## config.mk

```make
export PLATFORM = sky130hd
export DESIGN_NAME = draw_ctrl
export DESIGN_NICKNAME = d
export VERILOG_FILES = /design/src/video_pkg.sv /design/src/draw_ctrl.sv
export SDC_FILE = /design/constraint.sdc
export NUM_CORES = 1
export LEC_CHECK = 0
export ABC_AREA = 0
export BUFFER_PORTS_ARGS = -buffer_cell sky130_fd_sc_hd__buf_2
export CAP_MARGIN = 20
export CORE_UTILIZATION = 55
export CTS_BUF_LIST = sky130_fd_sc_hd__clkbuf_4
export CTS_CLUSTER_SIZE = 24
export DETAILED_ROUTE_END_ITERATION = 12
export PLACE_DENSITY = 0.88
export SETUP_SLACK_MARGIN = 0.5
export SLEW_MARGIN = 10
export SYNTH_ARGS = -nofsm -noshare
export SYNTH_HDL_FRONTEND = slang
export SYNTH_SLANG_ARGS = --single-unit
export TNS_END_PERCENT = 1
```

## constraint.sdc

```tcl
create_clock -name clk -period 5.1 [get_ports clk]
set_input_delay 0.765 -clock clk [delete_from_list [all_inputs] [get_ports clk]]
set_output_delay 0.765 -clock clk [all_outputs]
set_load 0.01 [all_outputs]
```

## src/video_pkg.sv

```systemverilog
`default_nettype none

package video_pkg;

    //////////////////////////////////////////////////
    // Basic widths
    //////////////////////////////////////////////////

    // Red in [11:8], green in [7:4], blue in [3:0]
    typedef logic [11:0] color_t;

    // Raster or buffer position along one axis
    typedef logic [7:0] coord_t;

    // Linear buffer address, y * width + x
    typedef logic [15:0] fb_addr_t;

    // Index of one frame buffer
    typedef logic buf_sel_t;

    // Double buffering
    localparam int NUM_BUFFERS = 2;

    //////////////////////////////////////////////////
    // Bundles
    //////////////////////////////////////////////////

    typedef struct packed {
        coord_t x;
        coord_t y;
        color_t color;
    } draw_cmd_t;

    // One write, broadcast to all buffers
    typedef struct packed {
        logic     en;
        buf_sel_t sel;
        fb_addr_t addr;
        color_t   data;
    } fb_write_t;

    // Syncs are active low
    typedef struct packed {
        logic   hsync;
        logic   vsync;
        logic   de;
        color_t color;
    } vga_out_t;

    typedef enum logic {
        IDLE,
        CLEAR
    } draw_state_t;

endpackage

`default_nettype wire

```

## src/draw_ctrl.sv

```systemverilog
`default_nettype none

module draw_ctrl
    import video_pkg::*;
#(
    parameter int FB_WIDTH  = 16,
    parameter int FB_HEIGHT = 12
) (
    input  logic      clk,
    input  logic      rst,
    input  logic      draw_valid,
    input  draw_cmd_t draw_cmd,
    input  logic      clear_valid,
    input  color_t    clear_color,
    input  buf_sel_t  front_sel,
    output logic      busy,
    output fb_write_t wr
);

    localparam int DEPTH = FB_WIDTH * FB_HEIGHT;

    draw_state_t state;
    fb_addr_t    clr_addr;
    color_t      clr_color;

    logic     in_range;
    fb_addr_t pix_addr;

    assign in_range = (draw_cmd.x < coord_t'(FB_WIDTH)) && (draw_cmd.y < coord_t'(FB_HEIGHT));

    assign pix_addr = fb_addr_t'(draw_cmd.y) * fb_addr_t'(FB_WIDTH) + fb_addr_t'(draw_cmd.x);

    assign busy = (state == CLEAR);

    //////////////////////////////////////////////////
    // Command handling and clear sweep
    //////////////////////////////////////////////////

    always_ff @(posedge clk) begin
        if (rst) begin
            state  <= IDLE;
            wr.en  <= 1'b0;
        end else begin
            wr.en <= 1'b0;
            case (state)
                IDLE: begin
                    // Clear wins over a pixel in the same cycle
                    if (clear_valid) begin
                        state <= CLEAR;
                    end else if (draw_valid && in_range) begin
                        wr.en <= 1'b1;
                    end
                end
                CLEAR: begin
                    wr.en <= 1'b1;
                    if (clr_addr == fb_addr_t'(DEPTH - 1)) begin
                        state <= IDLE;
                    end
                end
                default: state <= IDLE;
            endcase
        end
    end

    // Write payload and sweep counter
    always_ff @(posedge clk) begin
        wr.sel <= ~front_sel;
        if (state == IDLE) begin
            clr_addr  <= '0;
            clr_color <= clear_color;
            wr.addr   <= pix_addr;
            wr.data   <= draw_cmd.color;
        end else begin
            clr_addr <= clr_addr + 1'b1;
            wr.addr  <= clr_addr;
            wr.data  <= clr_color;
        end
    end

endmodule

`default_nettype wire

```

==> impl_metrics.env, run 1 <==
export IMPL_status="finished, final reports clean"
export IMPL_period_share_pct=40.25
export IMPL_leakage_nw=1.246
export IMPL_cts_made_buffers=9
export IMPL_drt_pass1_iterations=5
export IMPL_netlist_area_um2=2250
export IMPL_power_density_nw_per_um2=334.4
export IMPL_rsz0062_at_grt="false"
export IMPL_post_cts_buffers=0
export IMPL_cp_data_arrival_time_ns=1.29
export IMPL_place_ws_ns=2.695
export IMPL_drive_gt1_share_pct=39.72
export IMPL_hp_class="reg -> reg"
export IMPL_ys_warn_count=0
export IMPL_synthCells=197
export IMPL_cts_tree="done"
export IMPL_htreeDepth=3
export IMPL_grt_max_degree=36
export IMPL_cp_slowest_cell="buf_4"
export IMPL_critPathMaxStageDelay_ns=0.35
export IMPL_ctsResizeCount=0
export IMPL_peakVddDrop_uv=234.4
export IMPL_drt_wl_total_um=4320
export IMPL_ios=76
export IMPL_port_buffers=75
export IMPL_gp_congestion=0.7514
export IMPL_area_growth_pct=24.14
export IMPL_crit_path_max_fanout=35
export IMPL_synth_area_leaders="dfxtp_1 42%, edfxtp_1 16%, mux2_2 9.0%"
export IMPL_fin_ws_ns=3.047
export IMPL_clkSlewWorstSetupHoldPaths_ns=0.09
export IMPL_grt_usage_pct=22.27
export IMPL_critPathKind="reg -> out"
export IMPL_synth_cell_types=37
export IMPL_drc=0
export IMPL_critPathBufInv=2
export IMPL_finClkSkew_ns=0.008374
export IMPL_dr_total_vias=1739
export IMPL_cp_required_ns=4.34
export IMPL_setup_viol=0
export IMPL_core_um2=3799
export IMPL_final_util_pct=73.52
export IMPL_syn_nets=248
export IMPL_grt_pass1_vias=1600
export IMPL_final_common_cell="buf_2"
export IMPL_start_util_pct=59.22
export IMPL_dr_first_iter_drc_count=26
export IMPL_globalRouteOverflowTotal=0
export IMPL_dp_hpwl_um=3081
export IMPL_max_cap_violations=0
export IMPL_yosys_area_top_type_share_pct=41.82
export IMPL_die_h_um=65.96
export IMPL_finalCriticalPeriod_ns=2.053
export IMPL_dieArea_um2=4350
export IMPL_yosys_area_top_type="dfxtp_1"
export IMPL_p_total_mw=0.9338
export IMPL_antenna_found_initial=0
export IMPL_cpLargestDelayFamily="buffers and inverters"
export IMPL_path_cells="buf_4, buf_2"
export IMPL_fmax_ghz=0.4871
export IMPL_relSlewSlack_pct=29.68
export IMPL_clock_sinks=59
export IMPL_num_rows=22
export IMPL_start_kind="flop"
export IMPL_ys_seq_area_share_pct=57.84
export IMPL_clk_insertion_delay_late_ns=0.39
export IMPL_hold_viol=0
export IMPL_setup_tns_ns=0
export IMPL_cts_hold_buf=0
export IMPL_tightestPinTransition_ns=1.054
export IMPL_ant_nets=0
export IMPL_syn_area_per_cell_um2=11.42
export IMPL_slew_violations=0
export IMPL_placedCellCount=314
export IMPL_fp_dieW_um=65.96
export IMPL_root_buffer="clkbuf_4"
export IMPL_crit_path_end_kind="output pin"
export IMPL_fin_cells=330
export IMPL_final_cell_mix="75 x buf_2, 47 x dfxtp_1, 18 x nor2_1, 18 x mux2_2, 13 x nand2_1"
export IMPL_grt_pass1_wl_um=7010
export IMPL_antenna_cells=0
export IMPL_via_per_inst=5.270
export IMPL_routedWlPerCell_um=13.09
export IMPL_nets=328
export IMPL_cts_max_path_buffers=2
export IMPL_ys_ff_latch=59
==> worst paths after layout <==
path,startpoint,endpoint,slack [ns],cells past startpoint
hold reg to reg,clr_color[3],wr[3],0.48,1
hold / removal,clr_color[3],wr[3],0.48,1
setup / recovery,busy,busy,3.05,2
setup reg to reg,busy,clr_addr[15],3.50,3
==> where the power goes <==
part | switching, mW | internal (mW) | leakage [nW]
sequential | 0.00860 | 0.506 | 0.509
clock | 0.151 | 0.162 | 0.0740
combinational | 0.0544 | 0.0522 | 0.663
total | 0.214 | 0.720 | 1.25
==> logic make-up after synthesis <==
| group | count (synthesis) | synth area share (%) |
|---|---|---|
| AND/OR/NAND/NOR | 61 | 14.02 |
| flip-flops | 59 | 57.84 |
| AO/OA/AOI/OAI | 24 | 6.563 |
| multiplexers | 22 | 11.07 |
| buffers and inverters | 14 | 2.559 |
| XOR/XNOR | 11 | 4.283 |
| adder cells (fa/ha/maj) | 6 | 3.671 |
==> metal layers <==
layer,up-vias,share of wire (%),wire length [µm],global-route usage (%)
met1,825,41,1781,24.20
li1,852,-,-,-
met4,0,2.2,97,12.23
met2,49,51,2213,37.24
met3,13,5.3,227,8.276
met5,-,0,0,0
==> state kept, by name (all words and copies together) (netlist names) <==
register   flops
clr_addr      16
clr_color     12
wr            30
busy           1
==> per-stage QoR <==
step                      hold slack [ns]  instance area (µm²)
after floorplan                    0.4333                 2250
after global placement             0.4492                 2661
after detailed placement           0.4598                 2661
after CTS                          0.4772                 2793
after global routing               0.4943                 2793
final                              0.4764                 2793
==> area by class of cell <==
cell class	count	area, µm²
Clock buffer	12	90.09
Tap cell	48	60.06
Inverter	7	26.28
Timing Repair Buffer	76	382.9
Fill cell	278	1006
Clock inverter	4	41.29
Multi-Input combinational cell	124	890.9
Sequential cell	59	1301
==> synth_stat cells (all sizes together) <==
library cell	count
o41ai	1
o21ai	7
a21o	2
xnor2	8
buf	5
dfxtp	47
or3	4
a31oi	3
nand2b	2
fa	1
a211oi	2
nor4	4
nand4	2
a31o	1
inv	7
nor4b	1
edfxtp	12
clkbuf	2
a21oi	6
mux2i	2
o21a	1
and2	3
ha	5
nor2	18
nand2	13
nand3	9
a211o	1
nor3	4
and3	1
xor2	3
mux2	20
==> worst reg2reg max path, delay by kind of cell (launching register included) <==
family,cells,cell delay [ns]
buf+inv,1,0.76
flops,1,0.31
mux,1,0.31
simple gates,1,0.12
No activity file was read; power rests on OpenSTA's default activity.
==> run 2: changes to the inputs <==
CORE_UTILIZATION = 46   (was 55)
PLACE_DENSITY = 0.79   (was 0.88)
clock period = 1.86 ns   (was 5.1 ns; I/O delays follow)
==> run 2 against run 1 <==
Against the previous run: combinational power grew to 3.0 times the previous value; setup slack got worse by 2.6 ns; non-clock buffer count rose by 9; highest routed layer unchanged; flip-flop and latch count unchanged; clock power grew to 2.9 times the previous value; wire length is 5.1% higher.
==> impl_metrics.env, run 2 (synthesis gave the netlist of run 1 again) <==
export IMPL_status="finished, final reports clean"
export IMPL_setup_tns_ns=0
export IMPL_min_from="front_sel"
export IMPL_drc=0
export IMPL_crit_path_end_kind="flop"
export IMPL_hold_path_end="wr[28]"
export IMPL_hp_class="in -> reg"
export IMPL_worstRegToRegCells=4
export IMPL_start_util_pct=47.63
export IMPL_clk_insertion_delay_late_ns=0.38
export IMPL_fillers=393
export IMPL_hold_viol=0
export IMPL_p_sw_mw=0.6099
export IMPL_cp_data_arrival_time_ns=1.65
export IMPL_grt_usage_pct=18.82
export IMPL_regMostFlops="wr"
export IMPL_clkPwrFrac_pct=34.1
export IMPL_finClkSkew_ns=0.01045
export IMPL_start_kind="flop"
export IMPL_cts_tree="done"
export IMPL_dr_total_vias=1750
export IMPL_gp_congestion=0.8015
export IMPL_grt_pass1_wl_um=7272
export IMPL_ios=76
export IMPL_leakage_nw=1.329
export IMPL_die_h_um=71.93
export IMPL_r2r_end="clr_addr[15]"
export IMPL_routedWlPerCell_um=12.69
export IMPL_period_share_pct=74.41
export IMPL_power_density_nw_per_um2=873.9
export IMPL_clock_sinks=59
export IMPL_antenna_cells=0
export IMPL_final_cell_mix="75 x buf_2, 37 x dfxtp_1, 18 x mux2_2"
export IMPL_fmax_ghz=0.7225
export IMPL_final_common_cell="buf_2"
export IMPL_antenna_found_initial=0
export IMPL_largest_reg_flops=30
export IMPL_critPathKind="reg -> reg"
export IMPL_cell_internal_pwr_mw=2.021
export IMPL_switching_share_pct=23.18
export IMPL_drt_wl_total_um=4542
export IMPL_drt_pass1_iterations=6
export IMPL_place_area_um2=2719
export IMPL_core_um2=4723
export IMPL_worstHoldPathCells=2
export IMPL_area_growth_pct=33.82
export IMPL_fp_dieW_um=71.93
export IMPL_cts_made_buffers=9
export IMPL_tightestPinTransition_ns=0.4525
export IMPL_globalRouteOverflowTotal=0
export IMPL_htreeDepth=3
export IMPL_ant_nets=0
export IMPL_cts_max_path_buffers=2
export IMPL_nets=337
export IMPL_max_cap_violations=0
export IMPL_relSlewSlack_pct=69.80
export IMPL_clkSlewWorstSetupHoldPaths_ns=0.10
export IMPL_dieArea_um2=5174
export IMPL_via_per_inst=4.888
export IMPL_r2r_start="clr_addr[2]"
export IMPL_power_frac_comb_pct=12.3
export IMPL_dp_hpwl_um=3048
export IMPL_pwr_share_seq_pct=53.6
export IMPL_setup_viol=0
export IMPL_largestRegisters="wr x30, clr_addr x16, clr_color x12"
export IMPL_port_buffers=75
export IMPL_crit_path_max_fanout=6
export IMPL_cp_required_ns=2.13
export IMPL_grt_pass1_vias=1659
export IMPL_rsz0062_at_grt="true"
export IMPL_dr_first_iter_drc_count=95
export IMPL_slew_violations=0
export IMPL_peakVddDrop_uv=764.6
export IMPL_fin_area_um2=3010
export IMPL_drive_gt1_share_pct=49.48
export IMPL_grt_max_degree=18
export IMPL_finalCriticalPeriod_ns=1.384
export IMPL_timing_reg2reg_setup_slack_ns=0.48
export IMPL_cts_hold_buf=0
export IMPL_root_buffer="clkbuf_4"
export IMPL_num_rows=25
-- run 2: critical path, stage by stage, from the launching register on --
cell and delay [ns]:
dfxtp_4 0.38, nand3_4 0.13, nor3_4 0.31, nand3_2 0.12
mux2_1 0.34
-- run 2: area by class of cell --
cell class                      count  area [µm²]  area share [%]
Clock buffer                       13       97.59           3.242
Clock inverter                      3       40.04           1.330
Inverter                            7       26.28          0.8728
Sequential cell                    59        1324           43.97
Multi-Input combinational cell    124       950.9           31.59
Tap cell                           67       83.83           2.785
Timing Repair Buffer               85       488.0           16.21
-- run 2: metrics by stage --
step | hold slack [ns] | utilization (%) | power [mW] | std cells | setup slack [ns]
after floorplan | 0.3355 | - | 1.603 | 197 | 0.4171
final | 0.03563 | 63.74 | 2.631 | 358 | 0.4760
after global routing | 0.004257 | 63.74 | 2.763 | 358 | 0.4305
after global placement | 0.4338 | 57.56 | 1.733 | 335 | 0.2257
after detailed placement | 0.4381 | 57.56 | 1.743 | 335 | 0.1517
after CTS | 0.01395 | 62.30 | 2.657 | 354 | 0.4795
-- run 2: worst max path at each step --
stage / slack [ns] / start / cells after the start / to
2_1_floorplan: 0.42 / draw_cmd[12] / 6 / wr[22]
3_3_place_gp: 0.23 / draw_cmd[24] / 7 / wr[20]
3_5_place_dp: 0.15 / draw_cmd[24] / 7 / wr[22]
4_1_cts: 0.48 / clr_addr[4] / 4 / clr_addr[15]
5_1_grt: 0.43 / clr_addr[3] / 4 / clr_addr[15]
6_report: 0.48 / clr_addr[2] / 4 / clr_addr[15]
-- run 2: power by group through the flow --
| stage | Clock [mW] | Combinational [mW] | Sequential [mW] |
|---|---|---|---|
| 2_1_floorplan | 0 | 0.133 | 1.47 |
| 3_3_place_gp | 0 | 0.295 | 1.44 |
| 3_5_place_dp | 0 | 0.302 | 1.44 |
| 4_1_cts | 0.921 | 0.325 | 1.41 |
| 5_1_grt | 0.986 | 0.358 | 1.42 |
| 6_report | 0.898 | 0.323 | 1.41 |
-- run 2: layer usage --
layer	track usage, %	up-vias	share of wire [%]
li1	-	875	-
met1	21.26	819	43
met2	31.97	49	52
met3	5.139	7	3.6
met4	11.11	0	1.3
met5	0	-	0
-- run 2: timing repair --
action	in CTS	in global routing
pin swaps	1	5
gates resized for setup	17	9
setup endpoints to repair	6	9
cloned	1	0
buffers inserted	2	4
