### src/video_pkg.sv
`default_nettype none

package video_pkg;

    //////////////////////////////////////////////////
    // Basic widths
    //////////////////////////////////////////////////

    // Red in [11:8], green in [7:4], blue in [3:0]
    typedef logic [11:0] color_t;

    // Raster or buffer position along one axis
    typedef logic [7:0] coord_t;

    // Linear buffer address, y * width + x
    typedef logic [15:0] fb_addr_t;

    // Index of one frame buffer
    typedef logic buf_sel_t;

    // Double buffering
    localparam int NUM_BUFFERS = 2;

    //////////////////////////////////////////////////
    // Bundles
    //////////////////////////////////////////////////

    typedef struct packed {
        coord_t x;
        coord_t y;
        color_t color;
    } draw_cmd_t;

    // One write, broadcast to all buffers
    typedef struct packed {
        logic     en;
        buf_sel_t sel;
        fb_addr_t addr;
        color_t   data;
    } fb_write_t;

    // Syncs are active low
    typedef struct packed {
        logic   hsync;
        logic   vsync;
        logic   de;
        color_t color;
    } vga_out_t;

    typedef enum logic {
        IDLE,
        CLEAR
    } draw_state_t;

endpackage

`default_nettype wire

### src/scanout.sv
`default_nettype none

module scanout
    import video_pkg::*;
#(
    parameter int FB_WIDTH  = 16,
    parameter int FB_HEIGHT = 12,
    parameter int H_FRONT   = 2,
    parameter int H_SYNC    = 3,
    parameter int H_BACK    = 3,
    parameter int V_FRONT   = 1,
    parameter int V_SYNC    = 2,
    parameter int V_BACK    = 1
) (
    input  logic                     clk,
    input  logic                     rst,
    input  logic                     swap_req,
    input  color_t [NUM_BUFFERS-1:0] rd_data,
    output fb_addr_t                 rd_addr,
    output buf_sel_t                 front_sel,
    output logic                     frame_swapped,
    output vga_out_t                 vga
);

    coord_t h_pos;
    coord_t v_pos;
    logic   active;
    logic   hsync;
    logic   vsync;
    logic   blank_start;

    logic active_d;
    logic hsync_d;
    logic vsync_d;
    logic swap_pending;

    video_timing #(
        .FB_WIDTH(FB_WIDTH),
        .FB_HEIGHT(FB_HEIGHT),
        .H_FRONT(H_FRONT),
        .H_SYNC(H_SYNC),
        .H_BACK(H_BACK),
        .V_FRONT(V_FRONT),
        .V_SYNC(V_SYNC),
        .V_BACK(V_BACK)
    ) video_timing_inst (
        .clk(clk),
        .rst(rst),
        .h_pos(h_pos),
        .v_pos(v_pos),
        .active(active),
        .hsync(hsync),
        .vsync(vsync),
        .blank_start(blank_start)
    );

    // Address parks at zero outside the active area
    assign rd_addr = active ? fb_addr_t'(v_pos) * fb_addr_t'(FB_WIDTH) + fb_addr_t'(h_pos) : '0;

    //////////////////////////////////////////////////
    // Pixel pipeline, RAM read then output register
    //////////////////////////////////////////////////

    always_ff @(posedge clk) begin
        if (rst) begin
            active_d <= 1'b0;
            hsync_d  <= 1'b1;
            vsync_d  <= 1'b1;
            vga      <= '{hsync: 1'b1, vsync: 1'b1, de: 1'b0, color: '0};
        end else begin
            active_d  <= active;
            hsync_d   <= hsync;
            vsync_d   <= vsync;
            vga.hsync <= hsync_d;
            vga.vsync <= vsync_d;
            vga.de    <= active_d;
            vga.color <= active_d ? rd_data[front_sel] : '0;
        end
    end

    //////////////////////////////////////////////////
    // Buffer swap at start of vertical blanking
    //////////////////////////////////////////////////

    assign frame_swapped = blank_start && swap_pending;

    always_ff @(posedge clk) begin
        if (rst) begin
            front_sel    <= 1'b0;
            swap_pending <= 1'b0;
        end else if (frame_swapped) begin
            front_sel    <= ~front_sel;
            // A request in the swap cycle arms the next one
            swap_pending <= swap_req;
        end else if (swap_req) begin
            swap_pending <= 1'b1;
        end
    end

endmodule

`default_nettype wire

### src/video_timing.sv
`default_nettype none

module video_timing
    import video_pkg::*;
#(
    parameter int FB_WIDTH  = 16,
    parameter int FB_HEIGHT = 12,
    parameter int H_FRONT   = 2,
    parameter int H_SYNC    = 3,
    parameter int H_BACK    = 3,
    parameter int V_FRONT   = 1,
    parameter int V_SYNC    = 2,
    parameter int V_BACK    = 1
) (
    input  logic   clk,
    input  logic   rst,
    output coord_t h_pos,
    output coord_t v_pos,
    output logic   active,
    output logic   hsync,
    output logic   vsync,
    output logic   blank_start
);

    localparam int H_TOTAL = FB_WIDTH + H_FRONT + H_SYNC + H_BACK;
    localparam int V_TOTAL = FB_HEIGHT + V_FRONT + V_SYNC + V_BACK;

    // Sync pulse windows
    localparam int HS_START = FB_WIDTH + H_FRONT;
    localparam int HS_END   = HS_START + H_SYNC;
    localparam int VS_START = FB_HEIGHT + V_FRONT;
    localparam int VS_END   = VS_START + V_SYNC;

    //////////////////////////////////////////////////
    // Raster counters
    //////////////////////////////////////////////////

    always_ff @(posedge clk) begin
        if (rst) begin
            h_pos <= '0;
            v_pos <= '0;
        end else if (h_pos == coord_t'(H_TOTAL - 1)) begin
            h_pos <= '0;
            if (v_pos == coord_t'(V_TOTAL - 1)) begin
                v_pos <= '0;
            end else begin
                v_pos <= v_pos + 1'b1;
            end
        end else begin
            h_pos <= h_pos + 1'b1;
        end
    end

    //////////////////////////////////////////////////
    // Decode
    //////////////////////////////////////////////////

    assign active = (h_pos < coord_t'(FB_WIDTH)) && (v_pos < coord_t'(FB_HEIGHT));

    assign hsync = !((h_pos >= coord_t'(HS_START)) && (h_pos < coord_t'(HS_END)));
    assign vsync = !((v_pos >= coord_t'(VS_START)) && (v_pos < coord_t'(VS_END)));

    // First cycle of the first blank line
    assign blank_start = (h_pos == '0) && (v_pos == coord_t'(FB_HEIGHT));

endmodule

`default_nettype wire
### config.mk
export PLATFORM = sky130hd
export DESIGN_NAME = scanout
export DESIGN_NICKNAME = d
export VERILOG_FILES = /design/src/video_pkg.sv /design/src/scanout.sv /design/src/video_timing.sv
export SDC_FILE = /design/constraint.sdc
export NUM_CORES = 1
export LEC_CHECK = 0
export BUFFER_PORTS_ARGS = -buffer_cell sky130_fd_sc_hd__buf_2
export CAP_MARGIN = 5
export CORE_MARGIN = 2
export CORE_UTILIZATION = 49
export CTS_CLUSTER_DIAMETER = 150
export DETAILED_ROUTE_END_ITERATION = 10
export GPL_ROUTABILITY_DRIVEN = 0
export PLACE_DENSITY = 0.89
export SYNTH_ARGS = -nofsm -noshare
export SYNTH_HDL_FRONTEND = slang
export SYNTH_SLANG_ARGS = --single-unit
### constraint.sdc
create_clock -name clk -period 2.4 [get_ports clk]
set_input_delay 0.12 -clock clk [delete_from_list [all_inputs] [get_ports clk]]
set_output_delay 0.12 -clock clk [all_outputs]
set_load 0.01 [all_outputs]
==> flow_summary.toml, run 1 <==
[clock_network]
cts_tree = "built"
cts_hold_buf = 0
cts_setup_buffers = 0
clock_sinks = 36
cts.root.buffer_cell = "clkbuf_4"
worstSkewPairLatency_ns = 0.34
clkTransAtPathRegs_ns = 0.09
numCtsBuffers = 5
clockBufferDepth = 2
htreeDepth = 2
cts_resized = 0

[grt]
grt_pass1_vias = 1278
grt_first_pass_wirelength_mm = 5.53
grt_max_degree = 16
grt.overflow.total = 0
track_usage = 0.175
antenna_found_initial = 0

[place]
dp_hpwl_mm = 2.63
io_buffer_count = 52

[floorplan]
die-area_mm2 = 0.00404
start_util = 0.516
coreArea_mm2 = 0.00336
num_io_pins = 60
die_h_um = 63.5
num_rows = 21
dieWidth_um = 63.5

[yosys]
yosysWarnings = 0
postSynthCellCount = 191
syn_avg_cell_area_um2 = 9.09
ys_ff_latch = 36
ys_seq_area_frac = 0.415
syn_area_mm2 = 0.00174
ys_types = 33

[layout]
layout_common_cells = "buf_2, nor2_1, dfxtp_1"
area_delta_synth_final_pct = 17.9
finalNetCount = 279
final_common_cell = "buf_2"
insertedDiodeCount = 0
drive_above_1_share = 0.283

[timing]
period_needed_ns = 2.30
max_freq_mhz = 435
tns_ns = 0
grt_setup_unrepaired = "no"
hold_viol_final = 0
slew_violations = 0
relSlewSlack = 0.498
tightest_slew_ns = 0.753
clock_skew_ns = 0.0112
holdWs_ns = 0.0198
min_period_over_period = 0.958
setup_violations = 0

[power]
p_leak_nw = 0.974
ir_drop_mv = 0.291
power_density_mw_per_mm2 = 487

[critical_path]
cp-start-kind = "flip-flop"
worstSetupPathType = "flip-flop to output port"
critPathCaptureType = "output port"
crit_chain = "or4_4 > or3_4 > nor4_2 > buf_2"
rr_endpoint = "front_sel"
r2r.worst_path.cells = 4
crit_fanout = 6
worstPathArrival_ns = 2.18
rr_startpoint = "video_timing_inst.v_pos[4]"
reg2reg_setup_slack_ns = 0.30
crit_required_ns = 2.28
cpMaxStageDelayCell = "or4_4"
cpPeakStageDelay_ns = 0.59

[drt]
drt-total-wl_mm = 3.46
via_per_inst = 5.10
drc = 0
final_antenna_net_count = 0
dr.pass1.iters = 4
routedWlPerCell_um = 12.1
drtIter0Drc = 33
vias = 1458

[outcome]
status = "complete, no violations"

[worst_hold_path]
worstHoldStart = "rd_data[3]"
hold_class = "input port to flip-flop"
holdPathStages = 3
holdPathEnd = "vga[3]"

[run]
cap_violations = 0
[area by class of cell]
type	instances	area [um2]
well taps	46	57.6
clock inverters	1	5.00
flip-flops and latches	36	721
repair buffers	52	260
clock buffers	6	41.3
inverters	9	33.8
fillers	299	1320
multi-input cells	136	930
[state kept, by name, indices dropped and copies added, names as in the netlist]
signal                   flops
vga                         15
front_sel                    1
video_timing_inst.v_pos      8
vsync_d                      1
active_d                     1
hsync_d                      1
video_timing_inst.h_pos      8
swap_pending                 1
[power breakdown]
group | switching (mW) | internal (mW) | leakage [nW]
clock | 0.174 | 0.108 | 0.0281
combinational | 0.0522 | 0.0420 | 0.652
sequential | 0.00868 | 0.612 | 0.294
total | 0.235 | 0.762 | 0.974
[routing by layer]
metal / track usage / share of wire
met5: 0 / 0
met4: 0.0761 / 0.016
met3: 0.0786 / 0.091
met2: 0.300 / 0.48
met1: 0.185 / 0.41
[worst max path at each step]
| stage | startpoint | cells past startpoint | endpoint |
|---|---|---|---|
| 5_1_grt | video_timing_inst.v_pos[4] | 4 | frame_swapped |
| 3_5_place_dp | video_timing_inst.v_pos[4] | 4 | front_sel |
| 3_3_place_gp | video_timing_inst.v_pos[4] | 4 | front_sel |
| 4_1_cts | video_timing_inst.v_pos[4] | 5 | rd_addr[7] |
| 2_1_floorplan | video_timing_inst.v_pos[4] | 4 | front_sel |
| 6_report | video_timing_inst.v_pos[4] | 4 | frame_swapped |
[synth_stat cells, drive strengths merged]
| master | instances | area share |
|---|---|---|
| nand2b | 2 | 0.0072 |
| buf | 9 | 0.035 |
| nand4b | 2 | 0.010 |
| a21o | 2 | 0.0086 |
| o21bai | 1 | 0.0065 |
| nor2 | 37 | 0.080 |
| nand4 | 1 | 0.0036 |
| mux2i | 13 | 0.075 |
| nand3 | 9 | 0.026 |
| inv | 9 | 0.019 |
| nor4 | 7 | 0.029 |
| and3 | 6 | 0.022 |
| or4 | 3 | 0.015 |
| o21ai | 2 | 0.0058 |
| a21oi | 2 | 0.0058 |
| ha | 11 | 0.079 |
| nor2b | 1 | 0.0036 |
| xnor2 | 9 | 0.045 |
| nor3 | 4 | 0.012 |
| fa | 1 | 0.012 |
| or2 | 3 | 0.011 |
| conb | 1 | 0.0022 |
| nand2 | 3 | 0.0065 |
| clkbuf | 7 | 0.015 |
| dfxtp | 36 | 0.41 |
| xor2 | 6 | 0.030 |
| or3 | 2 | 0.010 |
| mux2 | 1 | 0.0065 |
| a211oi | 1 | 0.0043 |
[cell families (layout without fill, tap and decap cells)]
family,Yosys count,count (layout),synth area share
and+or+nand+nor,80,80,0.235
DFF,36,36,0.415
buffers and inverters,25,68,0.0692
xor gates and xnor gates,15,15,0.0757
muxes,14,14,0.0814
adders and majority gates,12,12,0.0908
AOI/OAI and AO/OA,8,8,0.0310
other,1,7,0.00216
[metrics by stage]
| stage | utilization | std cells | setup WS [ns] | total power, mW | instance area [um2] |
|---|---|---|---|---|---|
| 2_1_floorplan | - | 197 | 0.407 | 0.694 | 1760 |
| 3_3_place_gp | 0.592 | 279 | 0.372 | 0.724 | 1990 |
| 3_5_place_dp | 0.592 | 279 | 0.324 | 0.728 | 1990 |
| 4_1_cts | 0.606 | 286 | 0.0263 | 1.01 | 2040 |
| 5_1_grt | 0.609 | 286 | 0.0111 | 1.05 | 2050 |
| 6_report | 0.609 | 286 | 0.101 | 0.997 | 2050 |
[worst max-delay path: cells and delay by family, from the launching register on]
kind                   cells  cell delay (ns)
flip-flops                 1             0.38
AND/OR/NAND/NOR            3             1.29
buffers and inverters      1             0.18
Note: power is estimated with default switching activity, not from simulation.
==> inputs of run 2 (changes only) <==
Settings changed: CAP_MARGIN 5 to 30, CORE_UTILIZATION 49 to 45, PLACE_DENSITY 0.89 to 0.73.
==> run 2 against run 1 <==
  * Clock power increased by 59%
  * Cell count increased by 0.70%
  * Sequential power about the same
  * Setup slack improved by 0.060 ns
  * Register-to-register slack about the same
  * Final area increased by 2.6%
  * Combinational power decreased by 2.8%
  * Critical path type unchanged
==> flow_summary.toml, run 2 (synthesis gave the netlist of run 1 again) <==
[outcome]
status = "complete, no violations"

[layout]
area_delta_synth_final_pct = 21.0
drive_above_1_share = 0.288
finalNetCount = 279
regMostFlops = "vga"
final_common_cell = "buf_2"
insertedDiodeCount = 0
top_regs = "vga x15, video_timing_inst.h_pos x8, video_timing_inst.v_pos x8"
stdcell_count = 288
largest_register_ff_count = 15
layout_common_cells = "buf_2, nor2_1, dfxtp_1"

[timing]
relSlewSlack = 0.501
tns_ns = 0
grt_setup_unrepaired = "no"
min_period_over_period = 0.933
slew_violations = 0
hold_viol_final = 0
clock_skew_ns = 0.00339
period_needed_ns = 2.24
max_freq_mhz = 447
tightest_slew_ns = 0.747
setup_violations = 0

[clock_network]
worstSkewPairLatency_ns = 0.28
clkTransAtPathRegs_ns = 0.06
cts_tree = "built"
clock_sinks = 36
cts.root.buffer_cell = "clkbuf_8"
cts_hold_buf = 0
cts_setup_buffers = 0
numCtsBuffers = 5
clockBufferDepth = 2
htreeDepth = 2

[critical_path]
crit_required_ns = 2.28
crit_buf_inv = 1
worstPathArrival_ns = 2.12
crit_chain = "or4_4 > or3_4 > nor4_2 > buf_2"
worstSetupPathType = "flip-flop to output port"
critPathTopFamily = "simple AND/OR/NAND/NOR gates"
critPathCaptureType = "output port"
cp-start-kind = "flip-flop"
cpMaxStageDelayCell = "or4_4"
cpPeakStageDelay_ns = 0.59
crit_fanout = 6

[grt]
antenna_found_initial = 0
grt_max_degree = 16
grt_pass1_vias = 1301
track_usage = 0.168
grt_first_pass_wirelength_mm = 5.58
grt.overflow.total = 0

[drt]
final_antenna_net_count = 0
drc = 0
dr.pass1.iters = 5
routedWlPerCell_um = 11.7
via_per_inst = 4.94
vias = 1423
drt-total-wl_mm = 3.38
drtIter0Drc = 33

[place]
placed_cells = 281
dp_hpwl_mm = 2.60
io_buffer_count = 52

[floorplan]
die_h_um = 66.1
coreArea_mm2 = 0.00369
num_io_pins = 60
num_rows = 22
dieWidth_um = 66.1
die-area_mm2 = 0.00437
start_util = 0.471

[power]
power_density_mw_per_mm2 = 552
p_leak_nw = 0.996
ir_drop_mv = 0.325

[run]
cap_violations = 0

[worst_hold_path]
hold_class = "input port to flip-flop"
## run 2: cell count changes in the layout (fill, tap and decap cells not counted), sizes merged
cell    previous run  this run
clkbuf             6         7
clkinv             1         0
## run 2: timing repair
action                     in CTS  in global routing
hold endpoints to repair        0                  0
resized for setup               0                  2
setup endpoints to repair       0                  3
## run 2: final timing paths
check / startpoint / end / slack, ns / cells past startpoint
worst max-delay path: video_timing_inst.v_pos[4] / frame_swapped / 0.16 / 4
worst min-delay path: rd_data[0] / vga[0] / 0.07 / 3
worst max register to register: video_timing_inst.v_pos[4] / front_sel / 0.31 / 4
worst min register to register: hsync_d / vga[14] / 0.41 / 1
## run 2: layout make-up
cell class / count / area, um2
clock buffers: 7 / 96.3
fillers: 349 / 1590
flip-flops and latches: 36 / 721
inverters: 9 / 33.8
well taps: 48 / 60.1
repair buffers: 52 / 260
multi-input cells: 136 / 930
## run 2: stage by stage
step / total power, mW / util / hold WS (ns) / cell area (um2) / setup slack, ns
after global routing: 1.21 / 0.570 / 0.0797 / 2100 / 0.0678
final: 1.16 / 0.570 / 0.0652 / 2100 / 0.161
after floorplan: 0.694 / - / 0.225 / 1760 / 0.407
after detailed placement: 0.727 / 0.540 / 0.358 / 1990 / 0.339
after global placement: 0.725 / 0.540 / 0.350 / 1990 / 0.369
after CTS: 1.18 / 0.566 / 0.0614 / 2090 / 0.0680
## run 2: report_power, final
| part | internal [mW] | switching (mW) |
|---|---|---|
| Sequential | 0.613 | 0.00873 |
| Combinational | 0.0416 | 0.0500 |
| Clock | 0.255 | 0.191 |
## run 2: tightest hold or removal path, cell delays in order
cell and delay (ns):
buf_2 0.07, mux2i_1 0.05, nor2_1 0.07
## run 2: layer usage
layer | vias up | share of wire | global-route usage
met5 | - | 0 | 0
met4 | 0 | 0.023 | 0.0867
met3 | 9 | 0.091 | 0.0460
met2 | 72 | 0.45 | 0.289
met1 | 624 | 0.44 | 0.187
li1 | 718 | - | -
==> inputs of run 3 (changes only) <==
Settings changed: CORE_ASPECT_RATIO from default to 1.2, CORE_MARGIN 2 to default.
==> run 3 against run 2 <==
  * Largest power group unchanged
  * Critical path type unchanged
  * Routed wire length shrank 0.50%
  * Count of clock-buffer cells in the layout shrank 2
  * Sequential power is essentially flat
  * Critical endpoint unchanged
  * Cell count grew 2.1%
  * Clock skew shrank 0.00064 ns
  * Combinational power grew 5.5%
==> flow_summary.toml, run 3 (synthesis gave the netlist of run 1 again) <==
[clock_network]
numCtsBuffers = 5
worstSkewPairLatency_ns = 0.28
cts.root.buffer_cell = "clkbuf_8"
clockBufferDepth = 2
cts_setup_buffers = 0
cts_hold_buf = 0
cts_tree = "built"
clkTransAtPathRegs_ns = 0.07
htreeDepth = 2
clock_sinks = 36

[timing]
holdWs_ns = 0.0695
slew_violations = 0
setup_violations = 0
tns_ns = 0
grt_setup_unrepaired = "no"
hold_viol_final = 0
max_freq_mhz = 449
period_needed_ns = 2.23
tightest_slew_ns = 0.745
min_period_over_period = 0.928
relSlewSlack = 0.503
clock_skew_ns = 0.00274

[run]
cap_violations = 0

[floorplan]
num_rows = 24
coreArea_mm2 = 0.00366
start_util = 0.474
die_h_um = 70.1
num_io_pins = 60
die-area_mm2 = 0.00411
dieWidth_um = 58.7

[drt]
via_per_inst = 4.74
drtIter0Drc = 40
final_antenna_net_count = 0
drc = 0
routedWlPerCell_um = 11.4
drt-total-wl_mm = 3.36
dr.pass1.iters = 4
vias = 1393

[critical_path]
crit_required_ns = 2.28
crit_fanout = 6
reg2reg_setup_slack_ns = 0.33
rr_endpoint = "front_sel"
cp-start-kind = "flip-flop"
r2r.worst_path.cells = 4
cp-startpoint = "video_timing_inst.v_pos[4]"
worstPathArrival_ns = 2.11
worstSetupPathType = "flip-flop to output port"
rr_startpoint = "video_timing_inst.v_pos[4]"
critPathCaptureType = "output port"

[power]
p_leak_nw = 1.01
power_density_mw_per_mm2 = 578
ir_drop_mv = 0.236

[layout]
top_regs = "vga x15, video_timing_inst.h_pos x8, video_timing_inst.v_pos x8"
stdcell_count = 294
finalNetCount = 280
area_delta_synth_final_pct = 22.6
final_common_cell = "buf_2"
largest_register_ff_count = 15
drive_above_1_share = 0.293
regMostFlops = "vga"
layout_common_cells = "buf_2, nor2_1, dfxtp_1"
insertedDiodeCount = 0

[grt]
grt_pass1_vias = 1286
grt.overflow.total = 0
grt_max_degree = 16
antenna_found_initial = 0
grt_first_pass_wirelength_mm = 5.57
track_usage = 0.177

[worst_hold_path]
worstHoldStart = "rd_data[2]"
hold_class = "input port to flip-flop"
holdPathEnd = "vga[2]"
holdPathStages = 3

[outcome]
status = "complete, no violations"

[place]
dp_hpwl_mm = 2.59
io_buffer_count = 52
placed_cells = 286
-- run 3: how the worst max path moves through the flow --
stage	cells after the start	to	slack, ns
3_5_place_dp	4	front_sel	0.34
3_3_place_gp	4	front_sel	0.37
6_report	4	frame_swapped	0.17
2_1_floorplan	4	front_sel	0.41
5_1_grt	4	frame_swapped	0.07
4_1_cts	4	frame_swapped	0.05
-- run 3: final cells by class --
cell class | count | area (um2)
fill | 348 | 1540
multi-input combinational | 136 | 930
sequential | 36 | 721
timing repair buffer | 53 | 268
clock buffer | 5 | 68.8
tap | 52 | 65.1
clock inverter | 3 | 42.5
inverter | 9 | 33.8
-- run 3: routing by layer --
metal / routed length, um / global-route usage / vias to the layer above / part of all wire
li1: - / - / 719 / -
met2: 1560 / 0.309 / 57 / 0.46
met3: 258 / 0.0574 / 4 / 0.077
met4: 40 / 0.0635 / 0 / 0.012
met1: 1500 / 0.196 / 613 / 0.45
met5: 0 / 0 / - / 0
-- run 3: report_power, final --
| group | internal (mW) | switching (mW) | total [mW] |
|---|---|---|---|
| Clock | 0.307 | 0.207 | 0.514 |
| Sequential | 0.613 | 0.00617 | 0.619 |
| Combinational | 0.0432 | 0.0534 | 0.0966 |
-- run 3: what timing repair did --
action	4_1_cts	5_1_grt
gates resized for setup	0	2
endpoints found under the setup margin	0	6
hold endpoints to repair	0	0
-- run 3: critical path: stages, from the launching register on --
cell and delay (ns):
dfxtp_1 0.36, or4_4 0.59, or3_4 0.40, nor4_2 0.29
buf_2 0.18
-- run 3: stage by stage --
stage	utilization	area, um2	setup slack, ns	total power, mW
floorplan	-	1760	0.407	0.694
global placement	0.547	2010	0.372	0.727
detailed placement	0.547	2010	0.337	0.730
CTS	0.578	2120	0.0477	1.24
global route	0.581	2130	0.0706	1.29
finish	0.581	2130	0.173	1.23
